==> config.mk <==
export PLATFORM = sky130hd
export DESIGN_NAME = rv_core_top
export DESIGN_NICKNAME = d
export VERILOG_FILES = /design/src/logic/rv_core_pkg.sv /design/src/logic/register_file.sv /design/src/logic/if_stage.sv /design/src/logic/id_stage.sv /design/src/logic/ex_stage.sv /design/src/logic/rv_core_top.sv
export SDC_FILE = /design/constraint.sdc
export NUM_CORES = 2
export LEC_CHECK = 0
export BUFFER_PORTS_ARGS = -buffer_cell sky130_fd_sc_hd__buf_2
export CELL_PAD_IN_SITES_DETAIL_PLACEMENT = 0
export CELL_PAD_IN_SITES_GLOBAL_PLACEMENT = 1
export CORE_UTILIZATION = 52
export CTS_CLUSTER_SIZE = 10
export DETAILED_ROUTE_END_ITERATION = 10
export PLACE_DENSITY = 0.9
export SLEW_MARGIN = 30
export SYNTH_ARGS = -nofsm -noshare
export SYNTH_HDL_FRONTEND = slang
export SYNTH_SLANG_ARGS = --single-unit
==> constraint.sdc <==
create_clock -name clk_i -period 6.9 [get_ports clk_i]
set_clock_uncertainty 0.1 [all_clocks]
set_input_delay 1.38 -clock clk_i [delete_from_list [all_inputs] [get_ports clk_i]]
set_output_delay 1.38 -clock clk_i [all_outputs]
set_load 0.02 [all_outputs]
==> src/logic/rv_core_pkg.sv <==
package rv_core_pkg;

  // Datapath and bus widths
  localparam int XLEN       = 32;
  localparam int REG_ADDR_W = 5;
  localparam int NUM_REGS   = 32;
  localparam int SEL_W      = 4;

  // Major opcodes kept by this core
  localparam logic [6:0] OPC_OP     = 7'b0110011;
  localparam logic [6:0] OPC_OP_IMM = 7'b0010011;
  localparam logic [6:0] OPC_LUI    = 7'b0110111;
  localparam logic [6:0] OPC_STORE  = 7'b0100011;

  // ALU funct3
  localparam logic [2:0] F3_ADD_SUB = 3'b000;
  localparam logic [2:0] F3_SLL     = 3'b001;
  localparam logic [2:0] F3_SLT     = 3'b010;
  localparam logic [2:0] F3_SLTU    = 3'b011;
  localparam logic [2:0] F3_XOR     = 3'b100;
  localparam logic [2:0] F3_SR      = 3'b101;
  localparam logic [2:0] F3_OR      = 3'b110;
  localparam logic [2:0] F3_AND     = 3'b111;

  // Store funct3, low two bits give the access size
  localparam logic [2:0] F3_SB = 3'b000;
  localparam logic [2:0] F3_SH = 3'b001;
  localparam logic [2:0] F3_SW = 3'b010;

  // SUB and SRA/SRAI select
  localparam logic [6:0] F7_ALT = 7'b0100000;

  // addi x0, x0, 0
  localparam logic [31:0] NOP_INSTR = 32'h0000_0013;

  // ALU operations
  localparam int ALU_OP_W = 4;
  localparam logic [ALU_OP_W-1:0] ALU_ADD    = 4'd0;
  localparam logic [ALU_OP_W-1:0] ALU_SUB    = 4'd1;
  localparam logic [ALU_OP_W-1:0] ALU_AND    = 4'd2;
  localparam logic [ALU_OP_W-1:0] ALU_OR     = 4'd3;
  localparam logic [ALU_OP_W-1:0] ALU_XOR    = 4'd4;
  localparam logic [ALU_OP_W-1:0] ALU_SLT    = 4'd5;
  localparam logic [ALU_OP_W-1:0] ALU_SLTU   = 4'd6;
  localparam logic [ALU_OP_W-1:0] ALU_SLL    = 4'd7;
  localparam logic [ALU_OP_W-1:0] ALU_SRL    = 4'd8;
  localparam logic [ALU_OP_W-1:0] ALU_SRA    = 4'd9;
  localparam logic [ALU_OP_W-1:0] ALU_PASS_B = 4'd10;

  // One instruction word, four format views
  typedef union packed {
    struct packed {
      logic [6:0]            funct7;
      logic [REG_ADDR_W-1:0] rs2;
      logic [REG_ADDR_W-1:0] rs1;
      logic [2:0]            funct3;
      logic [REG_ADDR_W-1:0] rd;
      logic [6:0]            opcode;
    } r;
    struct packed {
      logic [11:0]           imm;
      logic [REG_ADDR_W-1:0] rs1;
      logic [2:0]            funct3;
      logic [REG_ADDR_W-1:0] rd;
      logic [6:0]            opcode;
    } i;
    struct packed {
      logic [6:0]            imm_hi;
      logic [REG_ADDR_W-1:0] rs2;
      logic [REG_ADDR_W-1:0] rs1;
      logic [2:0]            funct3;
      logic [4:0]            imm_lo;
      logic [6:0]            opcode;
    } s;
    struct packed {
      logic [19:0]           imm;
      logic [REG_ADDR_W-1:0] rd;
      logic [6:0]            opcode;
    } u;
  } instr_u;

endpackage

==> src/logic/register_file.sv <==
module register_file import rv_core_pkg::*; (
  input  logic                  clk_i,
  input  logic                  rst_n_i,
  input  logic [REG_ADDR_W-1:0] raddr_a_i,
  input  logic [REG_ADDR_W-1:0] raddr_b_i,
  input  logic                  we_i,
  input  logic [REG_ADDR_W-1:0] waddr_i,
  input  logic [XLEN-1:0]       wdata_i,
  output logic [XLEN-1:0]       rdata_a_o,
  output logic [XLEN-1:0]       rdata_b_o
);

  // x1 to x31, no storage for x0
  logic [XLEN-1:0] regs_q [1:NUM_REGS-1];

  always_ff @(posedge clk_i or negedge rst_n_i) begin
    if (!rst_n_i) begin
      for (int k = 1; k < NUM_REGS; k++) begin
        regs_q[k] <= '0;
      end
    end else if (we_i && (waddr_i != '0)) begin
      regs_q[waddr_i] <= wdata_i;
    end
  end

  // Combinational reads, x0 reads as zero
  assign rdata_a_o = (raddr_a_i == '0) ? '0 : regs_q[raddr_a_i];
  assign rdata_b_o = (raddr_b_i == '0) ? '0 : regs_q[raddr_b_i];

endmodule

==> src/logic/if_stage.sv <==
module if_stage import rv_core_pkg::*; (
  input  logic            clk_i,
  input  logic            rst_n_i,
  input  logic [XLEN-1:0] boot_addr_i,
  input  logic [XLEN-1:0] ibus_dat_i,
  input  logic            ibus_ack_i,
  input  logic            id_ready_i,
  output logic            ibus_cyc_o,
  output logic            ibus_stb_o,
  output logic [XLEN-1:0] ibus_adr_o,
  output logic            if_valid_o,
  output instr_u          if_instr_o
);

  // First cycle out of reset, PC still to be loaded
  logic            boot_q;
  // Wishbone read in flight
  logic            req_q;
  // Address of the current or next fetch
  logic [XLEN-1:0] pc_q;
  // Hold register toward decode
  logic            hold_valid_q;
  instr_u          hold_instr_q;
  logic            fetch_done;
  logic            hold_free;

  assign fetch_done = req_q & ibus_ack_i;
  // Empty now, or decode takes the word this cycle
  assign hold_free  = ~hold_valid_q | id_ready_i;

  //////////////////////////////
  // Fetch master
  //////////////////////////////

  always_ff @(posedge clk_i or negedge rst_n_i) begin
    if (!rst_n_i) begin
      boot_q <= 1'b1;
      req_q  <= 1'b0;
      pc_q   <= '0;
    end else if (boot_q) begin
      // Boot fetch goes out right after reset
      boot_q <= 1'b0;
      req_q  <= 1'b1;
      pc_q   <= boot_addr_i;
    end else if (req_q) begin
      // Drop the strobe after ack, step PC
      if (ibus_ack_i) begin
        req_q <= 1'b0;
        pc_q  <= pc_q + XLEN'(4);
      end
    end else if (hold_free) begin
      // Room for the next word by the time it returns
      req_q <= 1'b1;
    end
  end

  // cyc and stb move together, one read at a time
  assign ibus_cyc_o = req_q;
  assign ibus_stb_o = req_q;
  assign ibus_adr_o = pc_q;

  //////////////////////////////
  // Hold register
  //////////////////////////////

  always_ff @(posedge clk_i or negedge rst_n_i) begin
    if (!rst_n_i) begin
      hold_valid_q <= 1'b0;
    end else if (fetch_done) begin
      hold_valid_q <= 1'b1;
    end else if (id_ready_i) begin
      hold_valid_q <= 1'b0;
    end
  end

  // Word captured on ack
  always_ff @(posedge clk_i) begin
    if (fetch_done) begin
      hold_instr_q <= ibus_dat_i;
    end
  end

  assign if_valid_o = hold_valid_q;
  assign if_instr_o = hold_instr_q;

endmodule

==> src/logic/id_stage.sv <==
module id_stage import rv_core_pkg::*; (
  input  logic                  clk_i,
  input  logic                  rst_n_i,
  input  logic                  if_valid_i,
  input  instr_u                if_instr_i,
  input  logic [XLEN-1:0]       rf_rdata_a_i,
  input  logic [XLEN-1:0]       rf_rdata_b_i,
  input  logic                  rf_we_i,
  input  logic [REG_ADDR_W-1:0] rf_waddr_i,
  input  logic [XLEN-1:0]       rf_wdata_i,
  input  logic                  ex_ready_i,
  output logic                  id_ready_o,
  output logic [REG_ADDR_W-1:0] rf_raddr_a_o,
  output logic [REG_ADDR_W-1:0] rf_raddr_b_o,
  output logic                  id_valid_o,
  output logic [ALU_OP_W-1:0]   id_alu_op_o,
  output logic [XLEN-1:0]       id_op_a_o,
  output logic [XLEN-1:0]       id_op_b_o,
  output logic [XLEN-1:0]       id_store_data_o,
  output logic [REG_ADDR_W-1:0] id_rd_o,
  output logic                  id_rd_we_o,
  output logic                  id_store_o,
  output logic [1:0]            id_store_size_o
);

  logic [6:0]          opcode;
  logic [2:0]          funct3;
  logic                alt;
  logic                is_op;
  logic                is_op_imm;
  logic                is_lui;
  logic                is_store;
  logic [XLEN-1:0]     imm_i;
  logic [XLEN-1:0]     imm_s;
  logic [XLEN-1:0]     imm_u;
  logic [XLEN-1:0]     rs1_val;
  logic [XLEN-1:0]     rs2_val;
  logic [XLEN-1:0]     op_b;
  logic [ALU_OP_W-1:0] alu_op;
  logic                accept;
  logic                valid_q;

  // Value from EX wins over the register file, never for x0
  function automatic logic [XLEN-1:0] bypass(input logic [REG_ADDR_W-1:0] idx,
                                             input logic [XLEN-1:0]       rf_val);
    if (rf_we_i && (rf_waddr_i == idx) && (idx != '0)) begin
      return rf_wdata_i;
    end
    return rf_val;
  endfunction

  //////////////////////////////
  // Decode
  //////////////////////////////

  // Opcode and funct fields sit alike in all formats
  assign opcode = if_instr_i.r.opcode;
  assign funct3 = if_instr_i.r.funct3;
  assign alt    = (if_instr_i.r.funct7 == F7_ALT);

  assign is_op     = (opcode == OPC_OP);
  assign is_op_imm = (opcode == OPC_OP_IMM);
  assign is_lui    = (opcode == OPC_LUI);
  // SB, SH, SW only
  assign is_store  = (opcode == OPC_STORE) &&
                     ((funct3 == F3_SB) || (funct3 == F3_SH) || (funct3 == F3_SW));

  // Immediates, sign extended from bit 31
  assign imm_i = {{(XLEN-12){if_instr_i.i.imm[11]}}, if_instr_i.i.imm};
  assign imm_s = {{(XLEN-12){if_instr_i.s.imm_hi[6]}}, if_instr_i.s.imm_hi,
                  if_instr_i.s.imm_lo};
  assign imm_u = {if_instr_i.u.imm, 12'b0};

  always_comb begin
    // Stores and unknown opcodes add
    alu_op = ALU_ADD;
    if (is_lui) begin
      alu_op = ALU_PASS_B;
    end else if (is_op || is_op_imm) begin
      case (funct3)
        // No SUBI, funct7 only counts for OP
        F3_ADD_SUB: alu_op = (is_op && alt) ? ALU_SUB : ALU_ADD;
        F3_SLL:     alu_op = ALU_SLL;
        F3_SLT:     alu_op = ALU_SLT;
        F3_SLTU:    alu_op = ALU_SLTU;
        F3_XOR:     alu_op = ALU_XOR;
        F3_SR:      alu_op = alt ? ALU_SRA : ALU_SRL;
        F3_OR:      alu_op = ALU_OR;
        F3_AND:     alu_op = ALU_AND;
      endcase
    end
  end

  //////////////////////////////
  // Operands
  //////////////////////////////

  assign rf_raddr_a_o = if_instr_i.r.rs1;
  assign rf_raddr_b_o = if_instr_i.r.rs2;

  assign rs1_val = bypass(if_instr_i.r.rs1, rf_rdata_a_i);
  assign rs2_val = bypass(if_instr_i.r.rs2, rf_rdata_b_i);

  // B is rs2 or one of the immediates
  always_comb begin
    if (is_op) begin
      op_b = rs2_val;
    end else if (is_store) begin
      op_b = imm_s;
    end else if (is_lui) begin
      op_b = imm_u;
    end else begin
      op_b = imm_i;
    end
  end

  //////////////////////////////
  // ID/EX register
  //////////////////////////////

  // Take a new one when empty or EX drains this cycle
  assign id_ready_o = ~valid_q | ex_ready_i;
  assign accept     = if_valid_i & id_ready_o;

  always_ff @(posedge clk_i or negedge rst_n_i) begin
    if (!rst_n_i) begin
      valid_q <= 1'b0;
    end else if (id_ready_o) begin
      valid_q <= if_valid_i;
    end
  end

  always_ff @(posedge clk_i) begin
    if (accept) begin
      id_alu_op_o     <= alu_op;
      id_op_a_o       <= rs1_val;
      id_op_b_o       <= op_b;
      id_store_data_o <= rs2_val;
      id_rd_o         <= if_instr_i.r.rd;
      // Unknown opcodes become no-ops here
      id_rd_we_o      <= is_op | is_op_imm | is_lui;
      id_store_o      <= is_store;
      id_store_size_o <= funct3[1:0];
    end
  end

  assign id_valid_o = valid_q;

endmodule

==> src/logic/ex_stage.sv <==
module ex_stage import rv_core_pkg::*; (
  input  logic                  clk_i,
  input  logic                  rst_n_i,
  input  logic                  id_valid_i,
  input  logic [ALU_OP_W-1:0]   id_alu_op_i,
  input  logic [XLEN-1:0]       id_op_a_i,
  input  logic [XLEN-1:0]       id_op_b_i,
  input  logic [XLEN-1:0]       id_store_data_i,
  input  logic [REG_ADDR_W-1:0] id_rd_i,
  input  logic                  id_rd_we_i,
  input  logic                  id_store_i,
  input  logic [1:0]            id_store_size_i,
  input  logic                  dbus_ack_i,
  output logic                  ex_ready_o,
  output logic                  rf_we_o,
  output logic [REG_ADDR_W-1:0] rf_waddr_o,
  output logic [XLEN-1:0]       rf_wdata_o,
  output logic                  dbus_cyc_o,
  output logic                  dbus_stb_o,
  output logic [XLEN-1:0]       dbus_adr_o,
  output logic [SEL_W-1:0]      dbus_sel_o,
  output logic [XLEN-1:0]       dbus_dat_o
);

  logic [XLEN-1:0]  alu_res;
  logic [4:0]       shamt;
  logic             store_ex;
  logic [SEL_W-1:0] sel;
  logic [XLEN-1:0]  lane_data;
  logic             req_q;
  logic [XLEN-1:0]  adr_q;
  logic [SEL_W-1:0] sel_q;
  logic [XLEN-1:0]  dat_q;

  //////////////////////////////
  // ALU
  //////////////////////////////

  // Shift amount from the low five bits
  assign shamt = id_op_b_i[4:0];

  always_comb begin
    case (id_alu_op_i)
      ALU_ADD:    alu_res = id_op_a_i + id_op_b_i;
      ALU_SUB:    alu_res = id_op_a_i - id_op_b_i;
      ALU_AND:    alu_res = id_op_a_i & id_op_b_i;
      ALU_OR:     alu_res = id_op_a_i | id_op_b_i;
      ALU_XOR:    alu_res = id_op_a_i ^ id_op_b_i;
      ALU_SLT:    alu_res = {{(XLEN-1){1'b0}}, $signed(id_op_a_i) < $signed(id_op_b_i)};
      ALU_SLTU:   alu_res = {{(XLEN-1){1'b0}}, id_op_a_i < id_op_b_i};
      ALU_SLL:    alu_res = id_op_a_i << shamt;
      ALU_SRL:    alu_res = id_op_a_i >> shamt;
      ALU_SRA:    alu_res = $unsigned($signed(id_op_a_i) >>> shamt);
      ALU_PASS_B: alu_res = id_op_b_i;
      default:    alu_res = '0;
    endcase
  end

  // Single-cycle write-back, visible to decode as bypass
  assign rf_we_o    = id_valid_i & id_rd_we_i;
  assign rf_waddr_o = id_rd_i;
  assign rf_wdata_o = alu_res;

  //////////////////////////////
  // Store master
  //////////////////////////////

  assign store_ex = id_valid_i & id_store_i;

  // Lane mask and replicated data, address is the ALU sum
  always_comb begin
    if (id_store_size_i == F3_SB[1:0]) begin
      sel       = SEL_W'(1) << alu_res[1:0];
      lane_data = {4{id_store_data_i[7:0]}};
    end else if (id_store_size_i == F3_SH[1:0]) begin
      sel       = alu_res[1] ? 4'b1100 : 4'b0011;
      lane_data = {2{id_store_data_i[15:0]}};
    end else begin
      sel       = 4'b1111;
      lane_data = id_store_data_i;
    end
  end

  // Stall the pipe until the store is acked
  assign ex_ready_o = ~store_ex | (req_q & dbus_ack_i);

  always_ff @(posedge clk_i or negedge rst_n_i) begin
    if (!rst_n_i) begin
      req_q <= 1'b0;
    end else if (req_q) begin
      if (dbus_ack_i) begin
        req_q <= 1'b0;
      end
    end else if (store_ex) begin
      req_q <= 1'b1;
    end
  end

  // Request payload, frozen while the strobe is up
  always_ff @(posedge clk_i) begin
    if (!req_q && store_ex) begin
      adr_q <= alu_res;
      sel_q <= sel;
      dat_q <= lane_data;
    end
  end

  assign dbus_cyc_o = req_q;
  assign dbus_stb_o = req_q;
  assign dbus_adr_o = adr_q;
  assign dbus_sel_o = sel_q;
  assign dbus_dat_o = dat_q;

endmodule

==> src/logic/rv_core_top.sv <==
module rv_core_top import rv_core_pkg::*; (
  input  logic             clk_i,
  input  logic             rst_n_i,
  input  logic [XLEN-1:0]  boot_addr_i,
  // Instruction bus
  output logic             ibus_cyc_o,
  output logic             ibus_stb_o,
  output logic [XLEN-1:0]  ibus_adr_o,
  input  logic [XLEN-1:0]  ibus_dat_i,
  input  logic             ibus_ack_i,
  // Data bus, write only
  output logic             dbus_cyc_o,
  output logic             dbus_stb_o,
  output logic [XLEN-1:0]  dbus_adr_o,
  output logic [SEL_W-1:0] dbus_sel_o,
  output logic [XLEN-1:0]  dbus_dat_o,
  input  logic             dbus_ack_i
);

  // IF to ID
  logic                  if_valid;
  instr_u                if_instr;
  logic                  id_ready;
  // Register file read ports
  logic [REG_ADDR_W-1:0] rf_raddr_a;
  logic [REG_ADDR_W-1:0] rf_raddr_b;
  logic [XLEN-1:0]       rf_rdata_a;
  logic [XLEN-1:0]       rf_rdata_b;
  // ID/EX fields
  logic                  id_valid;
  logic [ALU_OP_W-1:0]   id_alu_op;
  logic [XLEN-1:0]       id_op_a;
  logic [XLEN-1:0]       id_op_b;
  logic [XLEN-1:0]       id_store_data;
  logic [REG_ADDR_W-1:0] id_rd;
  logic                  id_rd_we;
  logic                  id_store;
  logic [1:0]            id_store_size;
  logic                  ex_ready;
  // Write-back, also the bypass source
  logic                  rf_we;
  logic [REG_ADDR_W-1:0] rf_waddr;
  logic [XLEN-1:0]       rf_wdata;

  //////////////////////////////
  // Fetch
  //////////////////////////////

  if_stage if_stage0 (
    .clk_i       (clk_i),
    .rst_n_i     (rst_n_i),
    .boot_addr_i (boot_addr_i),
    .ibus_dat_i  (ibus_dat_i),
    .ibus_ack_i  (ibus_ack_i),
    .id_ready_i  (id_ready),
    .ibus_cyc_o  (ibus_cyc_o),
    .ibus_stb_o  (ibus_stb_o),
    .ibus_adr_o  (ibus_adr_o),
    .if_valid_o  (if_valid),
    .if_instr_o  (if_instr)
  );

  //////////////////////////////
  // Decode and operands
  //////////////////////////////

  id_stage id_stage0 (
    .clk_i           (clk_i),
    .rst_n_i         (rst_n_i),
    .if_valid_i      (if_valid),
    .if_instr_i      (if_instr),
    .rf_rdata_a_i    (rf_rdata_a),
    .rf_rdata_b_i    (rf_rdata_b),
    .rf_we_i         (rf_we),
    .rf_waddr_i      (rf_waddr),
    .rf_wdata_i      (rf_wdata),
    .ex_ready_i      (ex_ready),
    .id_ready_o      (id_ready),
    .rf_raddr_a_o    (rf_raddr_a),
    .rf_raddr_b_o    (rf_raddr_b),
    .id_valid_o      (id_valid),
    .id_alu_op_o     (id_alu_op),
    .id_op_a_o       (id_op_a),
    .id_op_b_o       (id_op_b),
    .id_store_data_o (id_store_data),
    .id_rd_o         (id_rd),
    .id_rd_we_o      (id_rd_we),
    .id_store_o      (id_store),
    .id_store_size_o (id_store_size)
  );

  //////////////////////////////
  // Execute and write-back
  //////////////////////////////

  ex_stage ex_stage0 (
    .clk_i           (clk_i),
    .rst_n_i         (rst_n_i),
    .id_valid_i      (id_valid),
    .id_alu_op_i     (id_alu_op),
    .id_op_a_i       (id_op_a),
    .id_op_b_i       (id_op_b),
    .id_store_data_i (id_store_data),
    .id_rd_i         (id_rd),
    .id_rd_we_i      (id_rd_we),
    .id_store_i      (id_store),
    .id_store_size_i (id_store_size),
    .dbus_ack_i      (dbus_ack_i),
    .ex_ready_o      (ex_ready),
    .rf_we_o         (rf_we),
    .rf_waddr_o      (rf_waddr),
    .rf_wdata_o      (rf_wdata),
    .dbus_cyc_o      (dbus_cyc_o),
    .dbus_stb_o      (dbus_stb_o),
    .dbus_adr_o      (dbus_adr_o),
    .dbus_sel_o      (dbus_sel_o),
    .dbus_dat_o      (dbus_dat_o)
  );

  register_file register_file0 (
    .clk_i     (clk_i),
    .rst_n_i   (rst_n_i),
    .raddr_a_i (rf_raddr_a),
    .raddr_b_i (rf_raddr_b),
    .we_i      (rf_we),
    .waddr_i   (rf_waddr),
    .wdata_i   (rf_wdata),
    .rdata_a_o (rf_rdata_a),
    .rdata_b_o (rf_rdata_b)
  );

endmodule

==> qor.yml <==
worst-path-max-fanout: 35
htree_num_levels: 4
cts_setup_buffers: 0
avgRoutedWirePerCell_um: 29.8
finalMaxSlewViolations: 0
final_layout_size_suffix_gt1_share_pct: 21.1
synth-edff-count: 209
fp.dieH_um: 369
critPathKind: "register to register"
p_int_w: 0.0169
worstSetupEndpointType: "register"
swShare_pct: 34.9
met3_usage_pct: 8.94
synth.cell_area_um2: 70200
vdd_drop_max_v: 0.000204
cts.clk_slew.worst_paths_ns: 0.06
die_x_um: 369
grt_busiest_layer: "met2"
ys.flop_type: "dfrtp_1"
via_per_inst: 6.84
worstMarginPinSlew_ns: 1.11
totalWireLength_mm: 241
worstHoldPathCells: 2
worst_ep_arrival_time_ns: 5.68
yosysSeqAreaShare_pct: 45.6
rsz0062_at_grt: "no"
dpl_worst_slack_ns: 1.72
finalCritPeriodShare_pct: 76.6
final_nets: 6403
track_usage_pct: 35.4
timing.final.crit_period_ns: 5.29
drt-initial-drc-count: 8101
violations: "design-rule violations"
p_comb_share_pct: 29.9
post_cts_resized: 0
pwr-share-seq_pct: 42.1
timing.final.ws_setup_ns: 1.61
crit_path_start_kind: "register"
overflow: 0
rr_worst_depth: 12
layout.cells.non_filler: 8079
globalplace.congestion: 1.10
setup_viol_count_final: 0
clockRootBuffer: "clkbuf_16"
syn_to_final_growth_pct: 9.95
numClockSinks: 1238
cts_tree: "built"
seq_area_um2: 32000
ant_nets: 0
grt_pass1_wl_mm: 356
p_clk_share_pct: 28.0
outcome: "finished, violations left"
firstDrtPassIters: 9
yosysWarnings: 0
dp.cells: 7845
p_per_area_nw_per_um2: 337
ys_types: 93
antenna_found_initial: 7
initial_utilization_pct: 52.5
grtUsageMet1_pct: 48.3
async_flop_share_pct: 83.1
rows: 134
grt_max_degree: 167
holdCritPathClass: "register to register"
vias: 55228
switchingPower_w: 0.00908
synthCells: 6372
max_slew_margin_pct: 25.8
ioPinCount: 172
final_common_cell: "dfrtp_1"
coreArea_um2: 134000
nFillCells: 10788
multi_input_area_um2: 35700
syn-num-nets: 6546
port_buffers: 171
hold_viol: 0
maxCapViolations: 0
setup_tns_ns: 0
syn_area_per_cell_um2: 11.0
dp_hpwl_mm: 148
max_freq_mhz: 189
grt_pass1_vias: 54036
power.leakage_nw: 32.3
synth_seq_cells: 1238
cp.required_ns: 7.30
use_met2_pct: 51.9
die_area_um2: 136000
final_cell_mix: "1028 x dfrtp_1, 714 x nand2_1, 662 x o21ai_0, 646 x a21oi_1, 633 x nor2_1"
cts-buffers-inserted: 146
clk_latency_ns: 0.80
holdBufCountCts: 0
cts_buffer_depth: 3
drc: 14
[power groups by stage]
stage               Clock, W  Sequential (W)  Combinational [W]
global route         0.00763          0.0111            0.00835
floorplan                  0          0.0105            0.00544
CTS                  0.00735          0.0109            0.00762
detailed placement         0          0.0110            0.00757
global placement           0          0.0108            0.00740
finish               0.00729          0.0109            0.00779
[state kept, by name, indices dropped and copies added (netlist names), 2 cells and up]
name                       flops
id_stage0.id_op_b_o           32
id_stage0.id_rd_o              5
ex_stage0.dbus_sel_o           4
id_stage0.id_store_size_o      2
if_stage0.ibus_adr_o          32
id_stage0.id_store_data_o     32
id_stage0.id_alu_op_o          4
ex_stage0.dbus_adr_o          32
id_stage0.id_op_a_o           32
ex_stage0.dbus_dat_o          32
register_file0.regs_q        992
if_stage0.if_instr_o          32
[synth_stat cells (22+ instances only)]
master | count | area (µm²)
clkbuf_1 | 464 | 1740
nand3_1 | 42 | 210
ha_1 | 104 | 1300
buf_1 | 72 | 270
o21ai_0 | 663 | 3320
a211oi_1 | 26 | 195
xor2_1 | 22 | 193
dfrtp_1 | 1028 | 25700
a22oi_1 | 24 | 180
o221ai_1 | 25 | 219
nor2_1 | 648 | 2430
nor2b_1 | 22 | 138
xnor2_1 | 31 | 272
nor3_1 | 41 | 205
mux2_2 | 118 | 1330
edfxtp_1 | 209 | 6280
nand2_1 | 726 | 2730
o22ai_1 | 47 | 294
mux4_2 | 623 | 14000
inv_1 | 135 | 507
a21oi_1 | 652 | 3260
mux2i_1 | 165 | 1650
buf_2 | 51 | 255
a22o_1 | 48 | 420
o211ai_1 | 34 | 255
[critical path: stages, from the launching register on]
cell      delay, ns
edfxtp_1       0.75
inv_2          0.09
buf_4          0.29
ha_1           0.27
a21oi_1        0.38
o21ai_0        0.23
o21ai_0        0.78
o22ai_1        0.43
a221oi_1       0.45
and4b_1        0.25
a211oi_1       0.04
o21ba_2        0.71
o21ai_0        0.20
[layer usage]
metal	routed length, µm	up-vias
met5	41	-
met4	14600	6
met3	28000	755
met2	107000	3544
met1	91500	27784
li1	-	23139
[final timing paths]
path,start,slack [ns],to
max,id_stage0.id_op_b_o[2],1.61,id_stage0.id_op_b_o[31]
min,register_file0.regs_q[961],0.40,register_file0.regs_q[961]
max reg2reg,id_stage0.id_op_b_o[2],1.61,id_stage0.id_op_b_o[31]
min reg2reg,register_file0.regs_q[961],0.40,register_file0.regs_q[961]
max in group asynchronous,rst_n_i,4.57,register_file0.regs_q[302]
min in group asynchronous,rst_n_i,0.42,if_stage0.ibus_adr_o[14]
[cells by family after synthesis]
logic type	after synthesis	share of synthesized area (%)
adder cells (fa/ha/maj)	106	1.91
AO/OA/AOI/OAI	1706	13.9
XOR/XNOR	53	0.661
other	1	0.00534
multiplexers	906	24.2
AND/OR/NAND/NOR	1616	9.48
flip-flops	1238	45.6
buffers and inverters	746	4.21
[area by class of cell]
type | count | share of cell area [%]
well taps | 1768 | 2.87
diodes | 3 | 0.00973
repair buffers | 317 | 2.97
flip-flops and latches | 1238 | 41.5
clock inverters | 19 | 0.502
multi-input cells | 4388 | 46.3
clock buffers | 208 | 5.21
inverters | 138 | 0.671
[metrics by stage]
step                hold WS [ns]  power, W  utilization (%)  cell area, µm²
finish                     0.396    0.0260             57.8           77200
detailed placement         0.385    0.0185             54.3           72600
global route               0.420    0.0271             57.8           77200
CTS                        0.397    0.0258             57.6           77000
global placement           0.373    0.0182             54.3           72500
floorplan                  0.324    0.0159                -           70200
Note: power is estimated with default switching activity, not from simulation.
